--- src/hdl/rob_pkg.sv ---
package rob_pkg;

  localparam int DISP_SIZE = 2;
  localparam int VADDR_W   = 39;
  // Entry index plus the wrap bit, up to a depth of eight.
  localparam int CMT_ID_W  = 4;

  // RISC-V mcause codes.
  typedef enum logic [3:0] {
    EXC_NONE            = 4'd0,
    EXC_ILLEGAL_INST    = 4'd2,
    EXC_BREAKPOINT      = 4'd3,
    EXC_ECALL           = 4'd8,
    EXC_INST_PAGE_FAULT = 4'd12,
    EXC_LOAD_PAGE_FAULT = 4'd13
  } except_t;

  typedef struct packed {
    logic [31:0] inst;
    logic        is_branch;
  } disp_t;

  typedef struct packed {
    logic [DISP_SIZE-1:0]        grp_id;
    logic [VADDR_W-1:1]          pc_addr;
    disp_t [DISP_SIZE-1:0]       inst;
    logic                        br_included;
    logic                        tlb_except_valid;
    except_t                     tlb_except_cause;
  } disp_grp_t;

  typedef struct packed {
    logic                        valid;
    logic [CMT_ID_W-1:0]         cmt_id;
    logic [DISP_SIZE-1:0]        grp_id;
    logic                        exc_valid;
    except_t                     exc_type;
  } done_rpt_t;

  typedef struct packed {
    logic                        update;
    logic [CMT_ID_W-1:0]         cmt_id;
    logic [DISP_SIZE-1:0]        grp_id;
    logic [VADDR_W-1:0]          vaddr;
  } br_upd_t;

  typedef struct packed {
    logic [DISP_SIZE-1:0]              upd_valid;
    logic [DISP_SIZE-1:0][VADDR_W-1:0] upd_br_vaddr;
  } br_upd_info_t;

  typedef struct packed {
    logic                        valid;
    logic                        dead;
    logic [DISP_SIZE-1:0]        grp_id;
    logic [DISP_SIZE-1:0]        done_grp_id;
    logic [VADDR_W-1:1]          pc_addr;
    disp_t [DISP_SIZE-1:0]       inst;
    logic                        is_br_included;
    logic [DISP_SIZE-1:0]        except_valid;
    except_t [DISP_SIZE-1:0]     except_type;
    br_upd_info_t                br_upd_info;
  } rob_entry_t;

  typedef struct packed {
    logic [CMT_ID_W-1:0]         cmt_id;
    logic [DISP_SIZE-1:0]        grp_id;
    logic [VADDR_W-1:1]          pc_addr;
    logic                        dead;
    logic                        except_valid;
    logic [DISP_SIZE-1:0]        except_slot;
    except_t                     except_type;
    br_upd_info_t                br_upd_info;
  } commit_t;

endpackage
--- src/hdl/rob_top.sv ---
module rob_top #(
  parameter int ROB_DEPTH    = 8,
  parameter int CMT_BUS_SIZE = 2
) (
  input  logic                         i_clk,
  input  logic                         i_reset_n,
  input  logic                         i_disp_valid,
  input  rob_pkg::disp_grp_t           i_disp,
  input  rob_pkg::done_rpt_t           i_done_rpt [CMT_BUS_SIZE],
  input  rob_pkg::br_upd_t             i_br_upd,
  input  logic                         i_kill,
  output logic                         o_disp_ready,
  output logic [rob_pkg::CMT_ID_W-1:0] o_disp_cmt_id,
  output logic                         o_commit_valid,
  output rob_pkg::commit_t             o_commit
);

  import rob_pkg::*;

  logic [ROB_DEPTH-1:0] w_load_oh;
  logic [ROB_DEPTH-1:0] w_all_done;
  logic [ROB_DEPTH-1:0] w_commit_finish;
  logic                 w_retire;
  rob_entry_t           w_entries [ROB_DEPTH];

  // Depth must be a power of two that the commit id can index.
  if ((ROB_DEPTH < 2) || (ROB_DEPTH > 16) || ((ROB_DEPTH & (ROB_DEPTH - 1)) != 0)) begin : g_bad_depth
    $error("ROB_DEPTH must be a power of two from 2 to 16");
  end

  rob_alloc_ctrl #(
    .ROB_DEPTH (ROB_DEPTH)
  ) u_alloc (
    .i_clk         (i_clk),
    .i_reset_n     (i_reset_n),
    .i_disp_valid  (i_disp_valid),
    .i_retire      (w_retire),
    .o_disp_ready  (o_disp_ready),
    .o_load_oh     (w_load_oh),
    .o_disp_cmt_id (o_disp_cmt_id)
  );

  // The dispatch bundle goes to every entry, the load select picks one.
  for (genvar i = 0; i < ROB_DEPTH; i++) begin : g_entry
    rob_entry #(
      .ROB_DEPTH    (ROB_DEPTH),
      .CMT_BUS_SIZE (CMT_BUS_SIZE),
      .ENTRY_IDX    (i)
    ) u_entry (
      .i_clk            (i_clk),
      .i_reset_n        (i_reset_n),
      .i_load           (w_load_oh[i]),
      .i_load_grp       (i_disp),
      .i_done_rpt       (i_done_rpt),
      .i_br_upd         (i_br_upd),
      .i_kill           (i_kill),
      .i_commit_finish  (w_commit_finish[i]),
      .o_entry          (w_entries[i]),
      .o_block_all_done (w_all_done[i])
    );
  end

  rob_commit_ctrl #(
    .ROB_DEPTH (ROB_DEPTH)
  ) u_commit (
    .i_clk           (i_clk),
    .i_reset_n       (i_reset_n),
    .i_entries       (w_entries),
    .i_all_done      (w_all_done),
    .o_commit_finish (w_commit_finish),
    .o_retire        (w_retire),
    .o_commit_valid  (o_commit_valid),
    .o_commit        (o_commit)
  );

endmodule

--- src/hdl/rob_commit_ctrl.sv ---
module rob_commit_ctrl #(
  parameter int ROB_DEPTH = 8
) (
  input  logic                 i_clk,
  input  logic                 i_reset_n,
  input  rob_pkg::rob_entry_t  i_entries [ROB_DEPTH],
  input  logic [ROB_DEPTH-1:0] i_all_done,
  output logic [ROB_DEPTH-1:0] o_commit_finish,
  output logic                 o_retire,
  output logic                 o_commit_valid,
  output rob_pkg::commit_t     o_commit
);

  import rob_pkg::*;

  localparam int IDX_W = $clog2(ROB_DEPTH);

  // Head index with its wrap bit on top.
  logic [IDX_W:0]       r_head;
  logic [IDX_W-1:0]     w_head_idx;
  rob_entry_t           w_head;
  logic                 w_retire;
  logic [DISP_SIZE-1:0] w_exc_mask;
  logic [DISP_SIZE-1:0] w_exc_slot;
  except_t              w_exc_type;
  commit_t              w_commit;
  logic                 r_commit_valid;
  commit_t              r_commit;

  assign w_head_idx = r_head[IDX_W-1:0];
  assign w_head     = i_entries[w_head_idx];

  // Head retires once every slot is done, or at once when it is dead.
  assign w_retire = w_head.valid & (i_all_done[w_head_idx] | w_head.dead);
  assign o_retire = w_retire;

  always_comb begin
    for (int i = 0; i < ROB_DEPTH; i++) begin
      o_commit_finish[i] = w_retire && (w_head_idx == IDX_W'(i));
    end
  end

  assign w_exc_mask = w_head.grp_id & w_head.except_valid;

  // Oldest slot wins, so scan from the top down.
  always_comb begin
    w_exc_slot = '0;
    w_exc_type = EXC_NONE;
    for (int d = DISP_SIZE - 1; d >= 0; d--) begin
      if (w_exc_mask[d]) begin
        w_exc_slot    = '0;
        w_exc_slot[d] = 1'b1;
        w_exc_type    = w_head.except_type[d];
      end
    end
  end

  always_comb begin
    w_commit.cmt_id       = CMT_ID_W'(r_head);
    w_commit.grp_id       = w_head.grp_id;
    w_commit.pc_addr      = w_head.pc_addr;
    w_commit.dead         = w_head.dead;
    w_commit.except_valid = !w_head.dead && (|w_exc_mask);
    w_commit.except_slot  = w_head.dead ? '0 : w_exc_slot;
    w_commit.except_type  = w_head.dead ? EXC_NONE : w_exc_type;
    w_commit.br_upd_info  = w_head.br_upd_info;
  end

  always_ff @(posedge i_clk or negedge i_reset_n) begin
    if (!i_reset_n) begin
      r_head <= '0;
    end else if (w_retire) begin
      r_head <= r_head + 1'b1;
    end
  end

  always_ff @(posedge i_clk or negedge i_reset_n) begin
    if (!i_reset_n) begin
      r_commit_valid <= 1'b0;
    end else begin
      r_commit_valid <= w_retire;
    end
  end

  always_ff @(posedge i_clk) begin
    if (w_retire) begin
      r_commit <= w_commit;
    end
  end

  assign o_commit_valid = r_commit_valid;
  assign o_commit       = r_commit;

  a_finish_onehot: assert property (
    @(posedge i_clk) disable iff (!i_reset_n)
    $onehot0(o_commit_finish)
  ) else $error("Commit finish raised for more than one entry");

endmodule

--- src/hdl/rob_alloc_ctrl.sv ---
module rob_alloc_ctrl #(
  parameter int ROB_DEPTH = 8
) (
  input  logic                          i_clk,
  input  logic                          i_reset_n,
  input  logic                          i_disp_valid,
  input  logic                          i_retire,
  output logic                          o_disp_ready,
  output logic [ROB_DEPTH-1:0]          o_load_oh,
  output logic [rob_pkg::CMT_ID_W-1:0]  o_disp_cmt_id
);

  import rob_pkg::*;

  localparam int IDX_W = $clog2(ROB_DEPTH);
  localparam int CNT_W = $clog2(ROB_DEPTH + 1);

  // Tail index with its wrap bit on top.
  logic [IDX_W:0]   r_tail;
  logic [CNT_W-1:0] r_count;
  logic             w_push;

  assign o_disp_ready  = (r_count < CNT_W'(ROB_DEPTH));
  assign w_push        = i_disp_valid & o_disp_ready;
  assign o_disp_cmt_id = CMT_ID_W'(r_tail);

  always_comb begin
    for (int i = 0; i < ROB_DEPTH; i++) begin
      o_load_oh[i] = w_push && (r_tail[IDX_W-1:0] == IDX_W'(i));
    end
  end

  always_ff @(posedge i_clk or negedge i_reset_n) begin
    if (!i_reset_n) begin
      r_tail <= '0;
    end else if (w_push) begin
      r_tail <= r_tail + 1'b1;
    end
  end

  // Occupancy moves only when a dispatch and a retire do not cancel.
  always_ff @(posedge i_clk or negedge i_reset_n) begin
    if (!i_reset_n) begin
      r_count <= '0;
    end else begin
      case ({w_push, i_retire})
        2'b10: begin
          r_count <= r_count + 1'b1;
        end
        2'b01: begin
          r_count <= r_count - 1'b1;
        end
        default: begin
          r_count <= r_count;
        end
      endcase
    end
  end

  a_count_bound: assert property (
    @(posedge i_clk) disable iff (!i_reset_n)
    r_count <= CNT_W'(ROB_DEPTH)
  ) else $error("ROB occupancy above depth");

  a_full_no_alloc: assert property (
    @(posedge i_clk) disable iff (!i_reset_n)
    (i_disp_valid && (r_count == CNT_W'(ROB_DEPTH))) |=> (r_tail == $past(r_tail))
  ) else $error("Dispatch allocated into a full ROB");

  a_retire_nonempty: assert property (
    @(posedge i_clk) disable iff (!i_reset_n)
    i_retire |-> (r_count != '0)
  ) else $error("Retire with an empty ROB");

endmodule

--- src/hdl/rob_entry.sv ---
module rob_entry #(
  parameter int ROB_DEPTH    = 8,
  parameter int CMT_BUS_SIZE = 2,
  parameter int ENTRY_IDX    = 0
) (
  input  logic                i_clk,
  input  logic                i_reset_n,
  input  logic                i_load,
  input  rob_pkg::disp_grp_t  i_load_grp,
  input  rob_pkg::done_rpt_t  i_done_rpt [CMT_BUS_SIZE],
  input  rob_pkg::br_upd_t    i_br_upd,
  input  logic                i_kill,
  input  logic                i_commit_finish,
  output rob_pkg::rob_entry_t o_entry,
  output logic                o_block_all_done
);

  import rob_pkg::*;

  localparam int               IDX_W  = $clog2(ROB_DEPTH);
  localparam logic [IDX_W-1:0] MY_IDX = IDX_W'(ENTRY_IDX);

  rob_entry_t                             r_entry;
  logic [DISP_SIZE-1:0][CMT_BUS_SIZE-1:0] w_done_hit;
  logic [DISP_SIZE-1:0]                   w_done_valid;
  logic [DISP_SIZE-1:0]                   w_done_exc_valid;
  except_t [DISP_SIZE-1:0]                w_done_exc_type;
  logic [DISP_SIZE-1:0]                   w_br_hit;
  logic                                   w_clear;

  // Done reports addressed to this entry, one slot at a time.
  always_comb begin
    for (int d = 0; d < DISP_SIZE; d++) begin
      w_done_valid[d]     = 1'b0;
      w_done_exc_valid[d] = 1'b0;
      w_done_exc_type[d]  = EXC_NONE;
      for (int c = 0; c < CMT_BUS_SIZE; c++) begin
        w_done_hit[d][c] = i_done_rpt[c].valid &&
                           (i_done_rpt[c].cmt_id[IDX_W-1:0] == MY_IDX) &&
                           (i_done_rpt[c].grp_id == DISP_SIZE'(1 << d));
        // At most one port hits a slot, so the last hit is the only one.
        if (w_done_hit[d][c]) begin
          w_done_valid[d]     = 1'b1;
          w_done_exc_valid[d] = i_done_rpt[c].exc_valid;
          w_done_exc_type[d]  = i_done_rpt[c].exc_type;
        end
      end
    end
  end

  always_comb begin
    for (int d = 0; d < DISP_SIZE; d++) begin
      w_br_hit[d] = i_br_upd.update &&
                    (i_br_upd.cmt_id[IDX_W-1:0] == MY_IDX) &&
                    (i_br_upd.grp_id == DISP_SIZE'(1 << d));
    end
  end

  assign w_clear = i_commit_finish & (o_block_all_done | r_entry.dead);

  always_ff @(posedge i_clk or negedge i_reset_n) begin
    if (!i_reset_n) begin
      r_entry <= '0;
    end else if (i_load) begin
      r_entry.valid          <= 1'b1;
      // A group loaded during a kill is already dead.
      r_entry.dead           <= i_kill;
      r_entry.grp_id         <= i_load_grp.grp_id;
      r_entry.done_grp_id    <= '0;
      r_entry.pc_addr        <= i_load_grp.pc_addr;
      r_entry.inst           <= i_load_grp.inst;
      r_entry.is_br_included <= i_load_grp.br_included;
      r_entry.except_valid   <= {DISP_SIZE{i_load_grp.tlb_except_valid}};
      for (int d = 0; d < DISP_SIZE; d++) begin
        r_entry.except_type[d] <= i_load_grp.tlb_except_cause;
      end
      r_entry.br_upd_info    <= '0;
    end else if (r_entry.valid) begin
      if (w_clear) begin
        r_entry.valid <= 1'b0;
      end else begin
        r_entry.done_grp_id <= r_entry.done_grp_id | w_done_valid;
        for (int d = 0; d < DISP_SIZE; d++) begin
          // A completion without an exception keeps any TLB cause.
          if (w_done_valid[d] && w_done_exc_valid[d]) begin
            r_entry.except_valid[d] <= 1'b1;
            r_entry.except_type[d]  <= w_done_exc_type[d];
          end
          if (w_br_hit[d]) begin
            r_entry.br_upd_info.upd_valid[d]    <= 1'b1;
            r_entry.br_upd_info.upd_br_vaddr[d] <= i_br_upd.vaddr;
          end
        end
      end
      r_entry.dead <= r_entry.dead | i_kill;
    end
  end

  assign o_entry          = r_entry;
  assign o_block_all_done = r_entry.valid & (r_entry.grp_id == r_entry.done_grp_id);

  for (genvar d = 0; d < DISP_SIZE; d++) begin : g_slot_chk
    a_done_slot_unique: assert property (
      @(posedge i_clk) disable iff (!i_reset_n)
      r_entry.valid |-> $onehot0(w_done_hit[d])
    ) else $error("Two done reports hit entry %0d slot %0d", ENTRY_IDX, d);
  end

  for (genvar c = 0; c < CMT_BUS_SIZE; c++) begin : g_port_chk
    a_done_in_grp: assert property (
      @(posedge i_clk) disable iff (!i_reset_n)
      (r_entry.valid && i_done_rpt[c].valid &&
       (i_done_rpt[c].cmt_id[IDX_W-1:0] == MY_IDX))
      |-> ((i_done_rpt[c].grp_id & ~r_entry.grp_id) == '0)
    ) else $error("Done report on port %0d targets an empty slot", c);
  end

endmodule

--- config.mk ---
export PLATFORM = sky130hd
export DESIGN_NAME = rob_top
export DESIGN_NICKNAME = d
export VERILOG_FILES = /design/src/hdl/rob_pkg.sv /design/src/hdl/rob_top.sv /design/src/hdl/rob_commit_ctrl.sv /design/src/hdl/rob_alloc_ctrl.sv /design/src/hdl/rob_entry.sv
export SDC_FILE = /design/constraint.sdc
export NUM_CORES = 2
export LEC_CHECK = 0
export ABC_AREA = 1
export BUFFER_PORTS_ARGS = -buffer_cell sky130_fd_sc_hd__buf_2
export CELL_PAD_IN_SITES_DETAIL_PLACEMENT = 0
export CELL_PAD_IN_SITES_GLOBAL_PLACEMENT = 1
export CORE_MARGIN = 5
export CORE_UTILIZATION = 43
export CTS_BUF_LIST = sky130_fd_sc_hd__clkbuf_8
export DETAILED_ROUTE_END_ITERATION = 8
export GPL_TIMING_DRIVEN = 0
export PLACE_DENSITY = 0.82
export SYNTH_ARGS = -nofsm -noshare
export SYNTH_HDL_FRONTEND = slang
export SYNTH_SLANG_ARGS = --single-unit
--- constraint.sdc ---
create_clock -name i_clk -period 13.21 [get_ports i_clk]
set_clock_uncertainty 0.05 [all_clocks]
set_input_delay 0.6605 -clock i_clk [delete_from_list [all_inputs] [get_ports i_clk]]
set_output_delay 0.6605 -clock i_clk [all_outputs]
set_load 0.01 [all_outputs]
==> flow_summary_export.csv <==
group,metric,value,unit
outcome,status,"complete, but fails checks",
outcome,violations,"capacitance limit, slew limit",
pwr,seqPwrFrac,49.9,%
sta,hold_viol_final,0,
pwr,powerDensity,119,nW/µm²
worst_setup_path,rr_endpoint,"g_entry[2].u_entry.o_entry[74]",
placement,gp_congestion,1.07,
worst_setup_path,cp_max_fo,11,
worst_setup_path,worst-path-buf-inv,6,
synthesis,avgSynthCellArea,8.17,µm²
synthesis,yosysTopAreaCell,"dfrtp_1",
worst_setup_path,r2r_start,"u_commit.r_head[0]",
grt,grt_max_degree,158,
synthesis,yosys_warnings,0,
pwr,p_sw,0.00210,W
worst_setup_path,cp-end-kind,"flop",
worst_setup_path,worstPathArrival,6.60,ns
cts,clk_pin_slew,0.06,ns
synthesis,synth_edf_count,132,
run,maxCapViolCount,29,
worst_setup_path,rr_worst_depth,13,
detailed_routing,wl_per_cell,32.0,µm
worst_setup_path,slowest_stage,"clkbuf_1",
placement,place_inst,9083,
floorplanning,core,133000,µm²
cts,cts-buffers-inserted,212,
cts,hold_buffers,73,
pwr,p_comb_share,4.2,%
sta,tightest_slew,1.77,ns
synthesis,synth_nets,7244,
sta,min_period_over_period,43.3,%
worst_setup_path,cpPeakStageDelay,0.85,ns
grt,gr-total-overflow,0,
sta,period_needed,5.72,ns
detailed_routing,num_vias,59900,
detailed_routing,antenna_left,0,
worst_setup_path,critical-path-top-delay-family,"buffers and inverters",
cts,cts_sinks,1217,
synthesis,ys_seq_area_share,54.1,%
sta,relSlewSlack,-17.9,%
synthesis,synth_top_area_share,47.2,%
synthesis,synth_flop_cell,"dfrtp_1",
detailed_routing,vias_per_cell,6.25,
cells_and_area,drive_gt1_share,10.5,%
min_path,hp-class,"input port to flop",
sta,hold_ws,0.0243,ns
floorplanning,rows,134,
min_path,min_path_cells,3,
floorplanning,dieArea,141000,µm²
placement,io_buffers,249,
pwr,clockPowerShare,45.9,%
sta,drv_slew,259,
worst_setup_path,reg2reg_slack,7.49,ns
grt,track_usage,42.1,%
pwr,swShare,26.5,%
floorplanning,pin_count,324,
detailed_routing,first_iter_violations,9790,
worst_setup_path,crit_chain,"inv_2, buf_2, buf_2, buf_2, clkbuf_1, ha_1, nand2_1, a211oi_1, nand4_4, nand2_1, buf_2, nand2_1, nand2_1",
worst_setup_path,cp.required,14.09,ns
cells_and_area,synthToLayoutAreaGrowth,15.9,%
grt,grt_pass1_vias,55300,
min_path,worstHoldStart,"i_disp[87]",
floorplanning,die_height,376,µm
worst_setup_path,critPathKind,"flop to flop",
sta,fin_setup_tns,0,ns
placement,dp_hpwl,212000,µm
cells_and_area,fin_nets,7806,
sta,setup_violations,0,
synthesis,ys_ff_latch,1217,
synthesis,syn_area,57500,µm²
detailed_routing,drt_wl_total,307000,µm
floorplanning,dieWidth,376,µm
cts,cts_resized,0,
synthesis,synth_cell_types,44,
cts,htreeDepth,4,
min_path,whs_endpoint,"g_entry[7].u_entry.o_entry[172]",
pwr,p_leak,33.4,nW
grt,antenna_found_initial,30,
grt,grt_pass1_wl,419000,µm
detailed_routing,drc_errors,0,
synthesis,synth-async-reset-ratio,89.2,%
pwr,ir_drop,0.0000854,V
cts,cts_tree,"done",
sta,rsz0062_at_grt,"false",
cts,clock-root-buffer,"clkbuf_8",
cts,cts_setup_buffers,0,
floorplanning,start_util,43.2,%
cts,worst_skew_pair.late_latency,1.05,ns
detailed_routing,dr.pass1.iters,8,
sta,clock.fmax,0.175,GHz
cells_and_area,layout.cells.non_filler,9586,
synthesis,syn_inst,7043,
worst_setup_path,crit_path_start_kind,"flop",
synthesis,synth_area_leaders,"dfrtp_1, nand2_1, o21ai_0",
pwr,internal_power,0.00584,W
cts,cts_max_path_buffers,3,
cells in the final DEF (no fill, tap or decap), types with 73 or more instances in the layout:
cell type / instances
nand2_1: 2109
dfrtp_1: 1085
o21ai_0: 811
nor2_1: 792
nand3_1: 776
buf_2: 387
inv_1: 329
clkbuf_1: 305
clkbuf_8: 252
a221oi_1: 204
a22oi_1: 133
edfxtp_1: 132
dlygate4sd3_1: 73
worst register-to-register path, cell delays in order, from the launching register on:
cell,delay [ns]
dfrtp_1,0.55
inv_2,0.33
buf_2,0.39
buf_2,0.42
buf_2,0.56
clkbuf_1,0.86
ha_1,0.38
nand2_1,0.07
a211oi_1,0.58
nand4_4,0.31
nand2_1,0.44
buf_2,0.48
nand2_1,0.11
nand2_1,0.07
synth_stat cells (all sizes together), types with 2 or more instances:
cell type and instances:
nand2 2114, dfrtp 1085, o21ai 820, nor2 792, nand3 777, clkbuf 326
inv 273, a221oi 204, buf 203, a22oi 133, edfxtp 132, a21oi 37
a31oi 29, ha 15, nand4 15, o22ai 13, a211oi 12, o31ai 12
o221ai 11, or2 10, nor3 7, xnor2 7, xor2 6, a21boi 2
clkinv 2, nand3b 2
worst max path at each step:
stage / start / end / slack (ns) / cells after the start
2_1_floorplan: u_commit.r_head[1] / u_alloc.r_count[3] / 7.60 / 16
3_3_place_gp: i_reset_n / g_entry[6].u_entry.o_entry[12] / -13.49 / 1
3_5_place_dp: u_commit.r_head[2] / g_entry[3].u_entry.o_entry[71] / 7.73 / 13
4_1_cts: u_commit.r_head[2] / g_entry[3].u_entry.o_entry[69] / 7.68 / 13
5_1_grt: u_commit.r_head[0] / g_entry[2].u_entry.o_entry[72] / 7.75 / 13
6_report: u_commit.r_head[0] / g_entry[2].u_entry.o_entry[74] / 7.49 / 13
registers in the layout (all words and copies together) (netlist names):
signal / cells
g_entry.u_entry.o_entry: 1072
u_alloc.o_disp_cmt_id: 4
u_alloc.r_count: 4
u_commit.o_commit: 132
u_commit.o_commit_valid: 1
u_commit.r_head: 4
area by class of cell:
cell class	count	area (µm²)
Multi-Input combinational cell	5022	23200
Inverter	275	1040
Buffer	529	2300
Clock inverter	149	891
Timing Repair Buffer	348	2430
Antenna cell	26	65.1
Fill cell	13300	66600
Sequential cell	1217	31100
Clock buffer	252	3470
Tap cell	1768	2210
power groups by stage:
stage               registers [W]  clock network, W  logic, W
detailed placement        0.00402                 0  0.000315
global placement          0.00403                 0  0.000302
floorplan                 0.00399                 0  0.000153
finish                    0.00396           0.00365  0.000337
global route              0.00397           0.00378  0.000380
CTS                       0.00396           0.00362  0.000333
metrics by stage:
step	cell area, µm²	total power (W)	util, %	setup WS, ns
after CTS	66600	0.00791	49.9	7.68
after floorplan	57500	0.00414	-	7.60
final	66700	0.00795	50.0	7.49
after global routing	66600	0.00813	50.0	7.75
after global placement	61000	0.00433	45.8	-13.49
after detailed placement	61500	0.00434	46.1	7.73
per-layer routing:
metal  part of all wire [%]  wire (µm)  GRT usage (%)  vias up
met5                   0.10        307              0        -
met4                    8.6      26300           29.6       18
met3                     15      46000           17.0     1213
met2                     40     122000           57.8     4854
met1                     37     112000           53.9    29100
li1                       -          -              -    24700
kinds of logic after synthesis:
| family | share of synthesized area [%] |
|---|---|
| multiplexers | 0.0196 |
| AO/OA/AOI/OAI | 13.3 |
| AND/OR/NAND/NOR | 26.3 |
| XOR/XNOR | 0.198 |
| buffers and inverters | 5.74 |
| flip-flops | 54.1 |
| adder cells (fa/ha/maj) | 0.326 |
No activity file was read; power rests on OpenSTA's default activity.
